`src/design/replay_pkg.sv`:
```
package replay_pkg;

  // queue geometry
  localparam int DEPTH = 8;
  localparam int PTR_W = 3;

  // lanes 0..2 are loads and the last lane is the store
  localparam int LD_LANES = 3;
  localparam int LANES = 4;
  localparam int LANE_W = 2;

  // op field widths
  localparam int ADDR_W = 44;
  localparam int REG_W = 9;
  localparam int SIZE_W = 5;
  localparam int TAG_W = 9;
  localparam int DATA_W = 64;

  // occupancy that raises skip
  localparam int STALL_COUNT = 4;

  // 67 bits
  typedef struct packed {
    logic [ADDR_W-1:0] addr;
    logic [REG_W-1:0]  reg_no;
    logic [SIZE_W-1:0] size;
    logic [TAG_W-1:0]  tag;
  } load_op_t;

  // 122 bits
  typedef struct packed {
    logic [ADDR_W-1:0] addr;
    logic [REG_W-1:0]  reg_no;
    logic [SIZE_W-1:0] size;
    logic [DATA_W-1:0] data;
  } store_op_t;

endpackage
```
`src/design/replay_queue.sv`:
```
`timescale 1ns/1ns

module replay_queue
  import replay_pkg::*;
(
  input  logic              clk,
  input  logic              rst,
  input  logic              except,
  input  logic              ld_conflict [LD_LANES],
  input  logic [ADDR_W-1:0] ld_addr [LD_LANES],
  input  logic [REG_W-1:0]  ld_reg [LD_LANES],
  input  logic [SIZE_W-1:0] ld_size [LD_LANES],
  input  logic [TAG_W-1:0]  ld_tag [LD_LANES],
  input  logic              st_conflict,
  input  logic [ADDR_W-1:0] st_addr,
  input  logic [REG_W-1:0]  st_reg,
  input  logic [SIZE_W-1:0] st_size,
  input  logic [DATA_W-1:0] st_data,
  input  logic              out_ready,
  output logic              out_valid,
  output logic [LANE_W-1:0] out_lane,
  output logic              out_is_store,
  output logic [ADDR_W-1:0] out_addr,
  output logic [REG_W-1:0]  out_reg,
  output logic [SIZE_W-1:0] out_size,
  output logic [TAG_W-1:0]  out_tag,
  output logic [DATA_W-1:0] out_data,
  output logic              skip
);

  logic             wr_en;
  logic [PTR_W-1:0] wr_ptr;
  load_op_t         wr_ld [LD_LANES];
  store_op_t        wr_st;
  logic [LANES-1:0] wr_pend;
  logic [PTR_W-1:0] head_ptr;
  logic [LANES-1:0] clr;
  logic             retire;
  load_op_t         head_ld [LD_LANES];
  store_op_t        head_st;
  logic [LANES-1:0] head_pend;

  replay_alloc alloc_inst (
    .clk         (clk),
    .rst         (rst),
    .except      (except),
    .ld_conflict (ld_conflict),
    .ld_addr     (ld_addr),
    .ld_reg      (ld_reg),
    .ld_size     (ld_size),
    .ld_tag      (ld_tag),
    .st_conflict (st_conflict),
    .st_addr     (st_addr),
    .st_reg      (st_reg),
    .st_size     (st_size),
    .st_data     (st_data),
    .retire      (retire),
    .wr_en       (wr_en),
    .wr_ptr      (wr_ptr),
    .wr_ld       (wr_ld),
    .wr_st       (wr_st),
    .wr_pend     (wr_pend),
    .skip        (skip)
  );

  // one store per load lane
  for (genvar i = 0; i < LD_LANES; i++) begin : g_ld_store
    lane_store #(.payload_t(load_op_t)) ld_store_inst (
      .clk       (clk),
      .rst       (rst),
      .except    (except),
      .wr_en     (wr_en),
      .wr_ptr    (wr_ptr),
      .wr_data   (wr_ld[i]),
      .wr_pend   (wr_pend[i]),
      .head_ptr  (head_ptr),
      .clr       (clr[i]),
      .head_data (head_ld[i]),
      .head_pend (head_pend[i])
    );
  end

  lane_store #(.payload_t(store_op_t)) st_store_inst (
    .clk       (clk),
    .rst       (rst),
    .except    (except),
    .wr_en     (wr_en),
    .wr_ptr    (wr_ptr),
    .wr_data   (wr_st),
    .wr_pend   (wr_pend[LANES-1]),
    .head_ptr  (head_ptr),
    .clr       (clr[LANES-1]),
    .head_data (head_st),
    .head_pend (head_pend[LANES-1])
  );

  replay_sched sched_inst (
    .clk          (clk),
    .rst          (rst),
    .except       (except),
    .head_ld      (head_ld),
    .head_st      (head_st),
    .head_pend    (head_pend),
    .out_ready    (out_ready),
    .head_ptr     (head_ptr),
    .clr          (clr),
    .retire       (retire),
    .out_valid    (out_valid),
    .out_lane     (out_lane),
    .out_is_store (out_is_store),
    .out_addr     (out_addr),
    .out_reg      (out_reg),
    .out_size     (out_size),
    .out_tag      (out_tag),
    .out_data     (out_data)
  );

endmodule

```
`src/design/replay_sched.sv`:
```
`timescale 1ns/1ns

module replay_sched
  import replay_pkg::*;
(
  input  logic              clk,
  input  logic              rst,
  input  logic              except,
  input  load_op_t          head_ld [LD_LANES],
  input  store_op_t         head_st,
  input  logic [LANES-1:0]  head_pend,
  input  logic              out_ready,
  output logic [PTR_W-1:0]  head_ptr,
  output logic [LANES-1:0]  clr,
  output logic              retire,
  output logic              out_valid,
  output logic [LANE_W-1:0] out_lane,
  output logic              out_is_store,
  output logic [ADDR_W-1:0] out_addr,
  output logic [REG_W-1:0]  out_reg,
  output logic [SIZE_W-1:0] out_size,
  output logic [TAG_W-1:0]  out_tag,
  output logic [DATA_W-1:0] out_data
);

  logic [LANES-1:0]  sel_hot;
  logic [LANE_W-1:0] sel_lane;
  logic              xfer;
  logic              last_lane;

  // isolate lowest pending lane
  assign sel_hot = head_pend & (~head_pend + 1'b1);

  always_comb begin
    sel_lane = '0;
    for (int i = 0; i < LANES; i++) begin
      if (sel_hot[i]) begin
        sel_lane = LANE_W'(i);
      end
    end
  end

  assign out_valid = |head_pend;
  assign out_lane = sel_lane;
  assign xfer = out_valid & out_ready;

  // nothing left behind the selected lane means the entry is done
  assign last_lane = (head_pend & ~sel_hot) == '0;

  assign clr = xfer ? sel_hot : '0;
  assign retire = xfer & last_lane;

  // payload mux
  always_comb begin
    out_is_store = 1'b0;
    out_addr = '0;
    out_reg = '0;
    out_size = '0;
    out_tag = '0;
    out_data = '0;
    if (sel_lane == LANE_W'(LD_LANES)) begin
      out_is_store = 1'b1;
      out_addr = head_st.addr;
      out_reg = head_st.reg_no;
      out_size = head_st.size;
      out_data = head_st.data;
    end else begin
      out_addr = head_ld[sel_lane].addr;
      out_reg = head_ld[sel_lane].reg_no;
      out_size = head_ld[sel_lane].size;
      out_tag = head_ld[sel_lane].tag;
    end
  end

  // alloc zeroes wr_ptr on the same flush
  always_ff @(posedge clk) begin
    if (rst || except) begin
      head_ptr <= '0;
    end else if (retire) begin
      head_ptr <= head_ptr + 1'b1;
    end
  end

  // held op must not change under back-pressure
  a_lane_stable: assert property (
    @(posedge clk) disable iff (rst)
    (out_valid && !out_ready && !except) |=> (out_valid && $stable(out_lane))
  );

endmodule

```
`src/design/lane_store.sv`:
```
`timescale 1ns/1ns

module lane_store
  import replay_pkg::*;
#(
  parameter type payload_t = logic
) (
  input  logic             clk,
  input  logic             rst,
  input  logic             except,
  input  logic             wr_en,
  input  logic [PTR_W-1:0] wr_ptr,
  input  payload_t         wr_data,
  input  logic             wr_pend,
  input  logic [PTR_W-1:0] head_ptr,
  input  logic             clr,
  output payload_t         head_data,
  output logic             head_pend
);

  payload_t         mem [DEPTH];
  logic [DEPTH-1:0] pend;

  always_ff @(posedge clk) begin
    if (wr_en) begin
      mem[wr_ptr] <= wr_data;
    end
  end

  // write and clear never hit the same slot
  // an empty queue has nothing pending at the head
  always_ff @(posedge clk) begin
    if (rst || except) begin
      pend <= '0;
    end else begin
      if (clr) begin
        pend[head_ptr] <= 1'b0;
      end
      if (wr_en) begin
        pend[wr_ptr] <= wr_pend;
      end
    end
  end

  assign head_data = mem[head_ptr];
  assign head_pend = pend[head_ptr];

  // scheduler only clears a lane it saw pending
  a_clr_hits_pending: assert property (
    @(posedge clk) disable iff (rst) clr |-> pend[head_ptr]
  );

endmodule

```
`src/design/replay_alloc.sv`:
```
`timescale 1ns/1ns

module replay_alloc
  import replay_pkg::*;
(
  input  logic              clk,
  input  logic              rst,
  input  logic              except,
  input  logic              ld_conflict [LD_LANES],
  input  logic [ADDR_W-1:0] ld_addr [LD_LANES],
  input  logic [REG_W-1:0]  ld_reg [LD_LANES],
  input  logic [SIZE_W-1:0] ld_size [LD_LANES],
  input  logic [TAG_W-1:0]  ld_tag [LD_LANES],
  input  logic              st_conflict,
  input  logic [ADDR_W-1:0] st_addr,
  input  logic [REG_W-1:0]  st_reg,
  input  logic [SIZE_W-1:0] st_size,
  input  logic [DATA_W-1:0] st_data,
  input  logic              retire,
  output logic              wr_en,
  output logic [PTR_W-1:0]  wr_ptr,
  output load_op_t          wr_ld [LD_LANES],
  output store_op_t         wr_st,
  output logic [LANES-1:0]  wr_pend,
  output logic              skip
);

  logic [PTR_W:0] count;

  // capture stage
  always_ff @(posedge clk) begin
    for (int i = 0; i < LD_LANES; i++) begin
      wr_ld[i].addr <= ld_addr[i];
      wr_ld[i].reg_no <= ld_reg[i];
      wr_ld[i].size <= ld_size[i];
      wr_ld[i].tag <= ld_tag[i];
    end
    wr_st.addr <= st_addr;
    wr_st.reg_no <= st_reg;
    wr_st.size <= st_size;
    wr_st.data <= st_data;
  end

  always_ff @(posedge clk) begin
    if (rst) begin
      wr_pend <= '0;
    end else begin
      for (int i = 0; i < LD_LANES; i++) begin
        wr_pend[i] <= ld_conflict[i] & ~except;
      end
      wr_pend[LANES-1] <= st_conflict & ~except;
    end
  end

  // flush also kills the op sitting in the capture stage
  assign wr_en = (|wr_pend) & ~except;

  always_ff @(posedge clk) begin
    if (rst || except) begin
      wr_ptr <= '0;
      count <= '0;
    end else begin
      if (wr_en) begin
        wr_ptr <= wr_ptr + 1'b1;
      end
      case ({wr_en, retire})
        2'b10: count <= count + 1'b1;
        2'b01: count <= count - 1'b1;
        default: count <= count;
      endcase
    end
  end

  // skip holds until the queue has fully drained
  always_ff @(posedge clk) begin
    if (rst) begin
      skip <= 1'b0;
    end else if (count >= (PTR_W + 1)'(STALL_COUNT)) begin
      skip <= 1'b1;
    end else if (count == '0) begin
      skip <= 1'b0;
    end
  end

  // a full queue would overwrite the entry under replay
  a_no_write_when_full: assert property (
    @(posedge clk) disable iff (rst) wr_en |-> count != (PTR_W + 1)'(DEPTH)
  );

endmodule

```
`config.mk`:
```
export PLATFORM = sky130hd
export DESIGN_NAME = replay_queue
export DESIGN_NICKNAME = d
export VERILOG_FILES = /design/src/design/replay_pkg.sv /design/src/design/replay_queue.sv /design/src/design/replay_sched.sv /design/src/design/lane_store.sv /design/src/design/replay_alloc.sv
export SDC_FILE = /design/constraint.sdc
export NUM_CORES = 2
export LEC_CHECK = 0
export BUFFER_PORTS_ARGS = -buffer_cell sky130_fd_sc_hd__clkbuf_2
export CAP_MARGIN = 20
export CORE_UTILIZATION = 50
export DETAILED_ROUTE_END_ITERATION = 16
export GPL_TIMING_DRIVEN = 0
export HOLD_SLACK_MARGIN = 0.15
export PLACE_DENSITY = 0.77
export SYNTH_ARGS = -nofsm -noshare
export SYNTH_HDL_FRONTEND = slang
export SYNTH_HIERARCHICAL = 1
export SYNTH_SLANG_ARGS = --single-unit
```
`constraint.sdc`:
```
create_clock -name clk -period 21.7 [get_ports clk]
set_input_delay 5.425 -clock clk [delete_from_list [all_inputs] [get_ports clk]]
set_output_delay 5.425 -clock clk [all_outputs]
set_load 0.01 [all_outputs]
```
-- After elaboration in Yosys (flattened, before gate mapping)
Memories as Yosys holds them, arrays and structs flattened. A register that Yosys moved wholly into a read port is not among the register bits.
Cells that the tools add are included.
W data, S select, Z words.
- bits in registers: 370
- bits in writable memories: 2584
- output and inout port bits: 136
- logic and storage cells: 124
- memories: 4
- memories (name ; words ; width ; read ports ; clocked after memory_dff ; write ports ; RTL line ; RTL):
    st_store_inst.mem ; 8 ; 122 ; 1 ; 1 ; 1 ; lane_store.sv:21 ; payload_t mem [DEPTH];
    g_ld_store[0].ld_store_inst.mem ; 8 ; 67 ; 1 ; 1 ; 1 ; lane_store.sv:21 ;
    g_ld_store[1].ld_store_inst.mem ; 8 ; 67 ; 1 ; 1 ; 1 ; lane_store.sv:21 ;
    g_ld_store[2].ld_store_inst.mem ; 8 ; 67 ; 1 ; 1 ; 1 ; lane_store.sv:21 ;
- add/subtract/negate cells: 5
- order comparisons: 6
- equality and inequality tests: 3
- muxes and demuxes: 54
- bitwise logic cells: 18
- reductions and logical operators: 9
- operators by type and width (kind ; count):
    $bmux W67 S2 ; 1
    $mux W67 ; 2
    $mux W8 ; 12
    $mux W64 ; 1
    $mux W44 ; 1
    $and A8 B8 Y8 ; 4
    $bwmux W8 ; 4
    $mux W3 ; 8
    $mux W9 ; 2
    $bmux W1 S3 ; 4
    $mux W1 ; 12
    $add A4 B1 Y4 const B ; 2
    $and A4 B4 Y4 ; 2
    $logic_not A4 Y1 ; 2
    $lt A3 B4 Y1 const B ; 2
    $not A4 Y4 ; 2
    $not A8 Y8 ; 1
    $pmux W4 S2 ; 1
    $reduce_or A4 Y1 ; 2
    $and A1 B1 Y1 ; 7
    $add A3 B1 Y3 const B ; 2
    $demux W1 S3 ; 2
    $ge A3 B1 Y1 const B ; 2
    $mux W5 ; 1
    other kinds (12) ; 16

-- Depth between registers and ports, before layout
- depth after elaboration: 13
- mapped depth: 15

-- Modules after synthesis
Netlist, hierarchy kept.
- modules (own cells, without submodules) (module ; times used ; cells each ; area each (um2) ; sequential area each (um2)):
    lane_store (g_ld_store[0].ld_store_inst ...) ; 2 ; 835 ; 20626.0 ; 16255.6
    lane_store (st_store_inst) ; 1 ; 1469 ; 37105.6 ; 29468.3
    lane_store (g_ld_store[2].ld_store_inst) ; 1 ; 834 ; 20592.2 ; 16255.6
    replay_alloc ; 1 ; 380 ; 7029.2 ; 6706.4
    replay_sched ; 1 ; 344 ; 2048.2 ; 60.1

-- Least setup slack after synthesis
OpenSTA, ideal clock, no wires.
- path kind: input -> register
- start point: input port except
- end point: memory st_store_inst/mem[0][0] (netlist bit), enable pin
- arrival: 14.379 ns
- required time: 20.945 ns
- path slack: 6.567 ns
- stages: 4
- buffers on the path: 0
- cell sequence: or2_1 -> inv_1 -> nand2b_1 -> nor3_1
- cells in the longest elaborated chain, start to end: 4
- RTL lines (what ; RTL line ; RTL):
    start: declaration ; replay_queue.sv:8 ; input logic except,
    $not A1 Y1 ; replay_alloc.sv:56 ; assign wr_en = (|wr_pend) & ~except;
    $and A1 B1 Y1 ; replay_alloc.sv:56 ;
    net wr_en ; replay_queue.sv:31 ; logic wr_en;
    $mux W1 ; lane_store.sv:25 ; if (wr_en) begin
    $mux W1 (not written as such) ; lane_store.sv:26 ; mem[wr_ptr] <= wr_data;
    end: declaration ; lane_store.sv:21 ;
The timed path passes the listed nets, and every way through them passes these cells.

-- Worst setup path after layout
- start point: register sched_inst.head_ptr[2]
- end point: output port out_data[7]
- cells in the longest elaborated chain, start to end: 10
- elaborated cells on any way between the ends: 16
- RTL lines (what ; RTL line ; RTL):
    start: declaration ; replay_sched.sv:13 ; output logic [PTR_W-1:0] head_ptr,
    start signal: assignment ; replay_sched.sv:80 ; head_ptr <= head_ptr + 1'b1;
    $bmux W1 S3 * ; lane_store.sv:46 ; assign head_pend = pend[head_ptr];
    $mux W1 (not written as such) * ; lane_store.sv:46 ;
    net head_pend[1] ; replay_queue.sv:41 ; logic [LANES-1:0] head_pend;
    $not A4 Y4 ; replay_sched.sv:32 ; assign sel_hot = head_pend & (~head_pend + 1'b1);
    $add A4 B1 Y4 ; replay_sched.sv:32 ;
    $and A4 B4 Y4 * ; replay_sched.sv:32 ;
    $mux W1 ; replay_sched.sv:37 ; if (sel_hot[i]) begin
    $mux W2 ; replay_sched.sv:37 ;
    $mux W2 * ; replay_sched.sv:37 ;
    $eq A2 B2 Y1 * ; replay_sched.sv:61 ; if (sel_lane == LANE_W'(LD_LANES)) begin
    $mux W64 * ; replay_sched.sv:61 ;
    end: declaration ; replay_queue.sv:27 ; output logic [DATA_W-1:0] out_data,
Mark *: on every way through the listed nets, which the timed path passes. The rest lies on a longest branch. The select of a mux whose other input is x is not followed.

==> impl_metrics.ini <==
[min_path]
hold_path_class = reg2reg
hold_path_depth = 2
holdPathEnd = g_ld_store[0].ld_store_inst/pend[0]
min_from = g_ld_store[0].ld_store_inst/pend[0]

[setup_path]
r2r_setup_slack_ns = 16.10
required_ns = 16.27
critPathArrivalTime_ns = 6.58
path_class = reg2out
crit_path_start_kind = flip-flop
reg2reg_to = st_store_inst/pend[1]
cp_max_fo = 11
reg2reg_depth = 12
reg2reg_from = sched_inst/head_ptr[2]
critPathCaptureType = output pin

[run]
max_cap_violations = 0

[global_route]
grt_pass1_vias = 52663
grt_usage_pct = 24.04
antenna_found_initial = 42
grt.overflow.total = 0
grt_pass1_wl_mm = 372.3
grt_max_degree = 63

[timing]
timing.final.ws_setup_ns = 9.696
relSlewSlack_pct = 29.73
slew_viol_final = 0
hold_viol = 0
setup_viol = 0
max_freq_ghz = 0.08331
clock_skew_ns = 0.08003
worst_slew_pin_slew_ns = 1.053
setup_tns_ns = 0
fin_crit_ns = 12.00
post-route-period-util_pct = 55.32
grt_setup_unrepaired = false

[routing]
wl_per_cell_um = 30.25
drt_iter0_drc = 6284
first_pass_iters = 6
vias_per_cell = 6.032
remaining_drc_errors = 0
via_count = 52593
totalWireLength_mm = 263.8
ant_nets = 0

[placement]
gp_congestion = 0.8094
dpl_worst_slack_ns = 10.81
dp.cells = 8151
dp_hpwl_mm = 174.3
port_buffers = 466

[clock_tree]
post_cts_buffers = 0
cts_resized = 0
cts_buffer_depth = 4
cts_buffers = 309
clk_pin_slew_ns = 0.06
clock_latency_ns = 0.95
htreeDepth = 5
cts-root-buf = clkbuf_16
clock-sinks = 2954
cts_tree = yes
hold_buffers = 0

[yosys]
syn_area_um2 = 108000
synthFlopType = edfxtp_1
yosys_warnings = 6
async_reset_ff_share_pct = 0
syn_nets = 5033
synth-edff-count = 2584
ys_seq_elements = 2954
synth_top_cell_by_area = edfxtp_1
ys_seq_area_share_pct = 78.69
synth_area_leaders = edfxtp_1 72%, mux4_2 14%, dfxtp_1 6.9%
synth_cell_types = 50
synth_top_cell_area_share_pct = 71.83
avgSynthCellArea_um2 = 23.00
synth_cells = 4697

[floorplan]
initial_utilization_pct = 50.33
core_area_um2 = 214600
die_y_um = 466.8
io_pins = 467
fp.dieW_um = 466.8
fp-row-count = 170
fp.dieArea_um2 = 217900

[final_layout]
final_core_util_pct = 59.03
nets = 5961
fin_cells = 8719
synthToLayoutAreaGrowth_pct = 17.28
drive_gt1_share_pct = 37.64

[power]
powerDensity_nw_per_um2 = 93.32
leakagePower_nw = 40.69
irDropWorstVdd_mv = 0.09340

[outcome]
outcome = completed
-- where the power goes --
part           total [mW]  switching [mW]  internal [mW]
logic               0.258           0.146          0.112
registers            6.34          0.0791           6.26
clock network        5.23            2.11           3.12
total                11.8            2.34           9.49
-- registers in the layout (all words and copies together) (netlist names) --
signal                         count
alloc_inst/count                   4
alloc_inst/skip                    1
alloc_inst/wr_ld                 201
alloc_inst/wr_pend                 4
alloc_inst/wr_ptr                  3
alloc_inst/wr_st                 122
g_ld_store.ld_store_inst/mem    1608
g_ld_store.ld_store_inst/pend     24
sched_inst/head_ptr                3
st_store_inst/mem                976
st_store_inst/pend                 8
-- critical path, stage by stage, from the launching register on --
cell      delay [ns]
dfxtp_1         0.79
clkbuf_1        0.44
buf_2           0.42
clkbuf_1        0.63
mux4_2          0.41
mux2_2          0.38
nor2_2          0.25
nand3b_1        0.64
inv_2           0.38
clkbuf_2        0.47
clkbuf_2        0.36
and2_1          0.23
clkbuf_2        0.15
-- synthesized netlist by cell type, drive strengths merged (2+ instances only) --
master   count
inv          9
ha           5
or4          8
nand2b      24
o31ai        4
nor4b        2
nand4        5
nor2        39
dfxtp      370
mux4       654
clkbuf     100
edfxtp    2584
nor3         8
nor2b        2
nand2       34
or3         22
o41ai       28
mux2       327
or3b         4
and2        69
buf        140
o2111ai      4
o21ai       43
or2          5
o22ai      116
a21oi       62
xor2         5
mux2i       12
-- layout make-up --
class	count	area [um2]
inverter	9	48.80
tap	2838	3551
clock buffer	410	8529
clock inverter	137	1509
timing repair buffer	617	4818
multi-input combinational	1494	21740
buffer	240	1445
fill	14344	87930
antenna	20	50.05
sequential	2954	85000
-- cell families (layout without fill, tap and decap cells) --
| group | count (synthesis) | after routing | share of synthesized area [%] |
|---|---|---|---|
| AO/OA/AOI/OAI | 261 | 261 | 1.485 |
| XOR/XNOR | 6 | 6 | 0.04865 |
| adder cells (fa/ha/maj) | 5 | 5 | 0.05791 |
| buffers and inverters | 249 | 1413 | 1.369 |
| flip-flops | 2954 | 2954 | 78.69 |
| multiplexers | 993 | 993 | 17.15 |
| other | 0 | 20 | 0 |
| AND/OR/NAND/NOR | 229 | 229 | 1.200 |
-- how the worst max path moves through the flow --
stage	start	endpoint
after floorplan	except	st_store_inst/mem[0][0]
after global placement	except	st_store_inst/mem[4][50]
after detailed placement	sched_inst/head_ptr[2]	out_data[6]
after CTS	sched_inst/head_ptr[2]	out_data[6]
after global routing	sched_inst/head_ptr[2]	out_data[6]
final	sched_inst/head_ptr[2]	out_data[7]
-- stage by stage --
step                cell area (um2)  total power, mW  hold slack [ns]
floorplan                    108000            6.545           0.4416
global placement             113900            6.695           0.4606
detailed placement           116600            6.709           0.4670
CTS                          126600            11.90           0.4765
global route                 126700            12.12           0.4933
finish                       126700            11.82           0.4752
-- metal layers --
layer	wire, um	vias to the layer above	global-route usage, %
met5	50	-	0
met4	11690	8	10.66
met3	23340	511	4.682
met2	128300	2955	38.23
met1	100400	27526	32.46
li1	-	21593	-
-- placed cells by master (no fill, tap or decap), types with 60 or more instances in the layout --
master        n
o22ai_1     116
buf_6       123
and2_1       69
edfxtp_1   2584
clkbuf_1    160
a21oi_1      60
clkbuf_2    472
mux2_2      327
clkbuf_16   315
dfxtp_1     370
mux4_2      654
(Power assumes the default switching activity.)
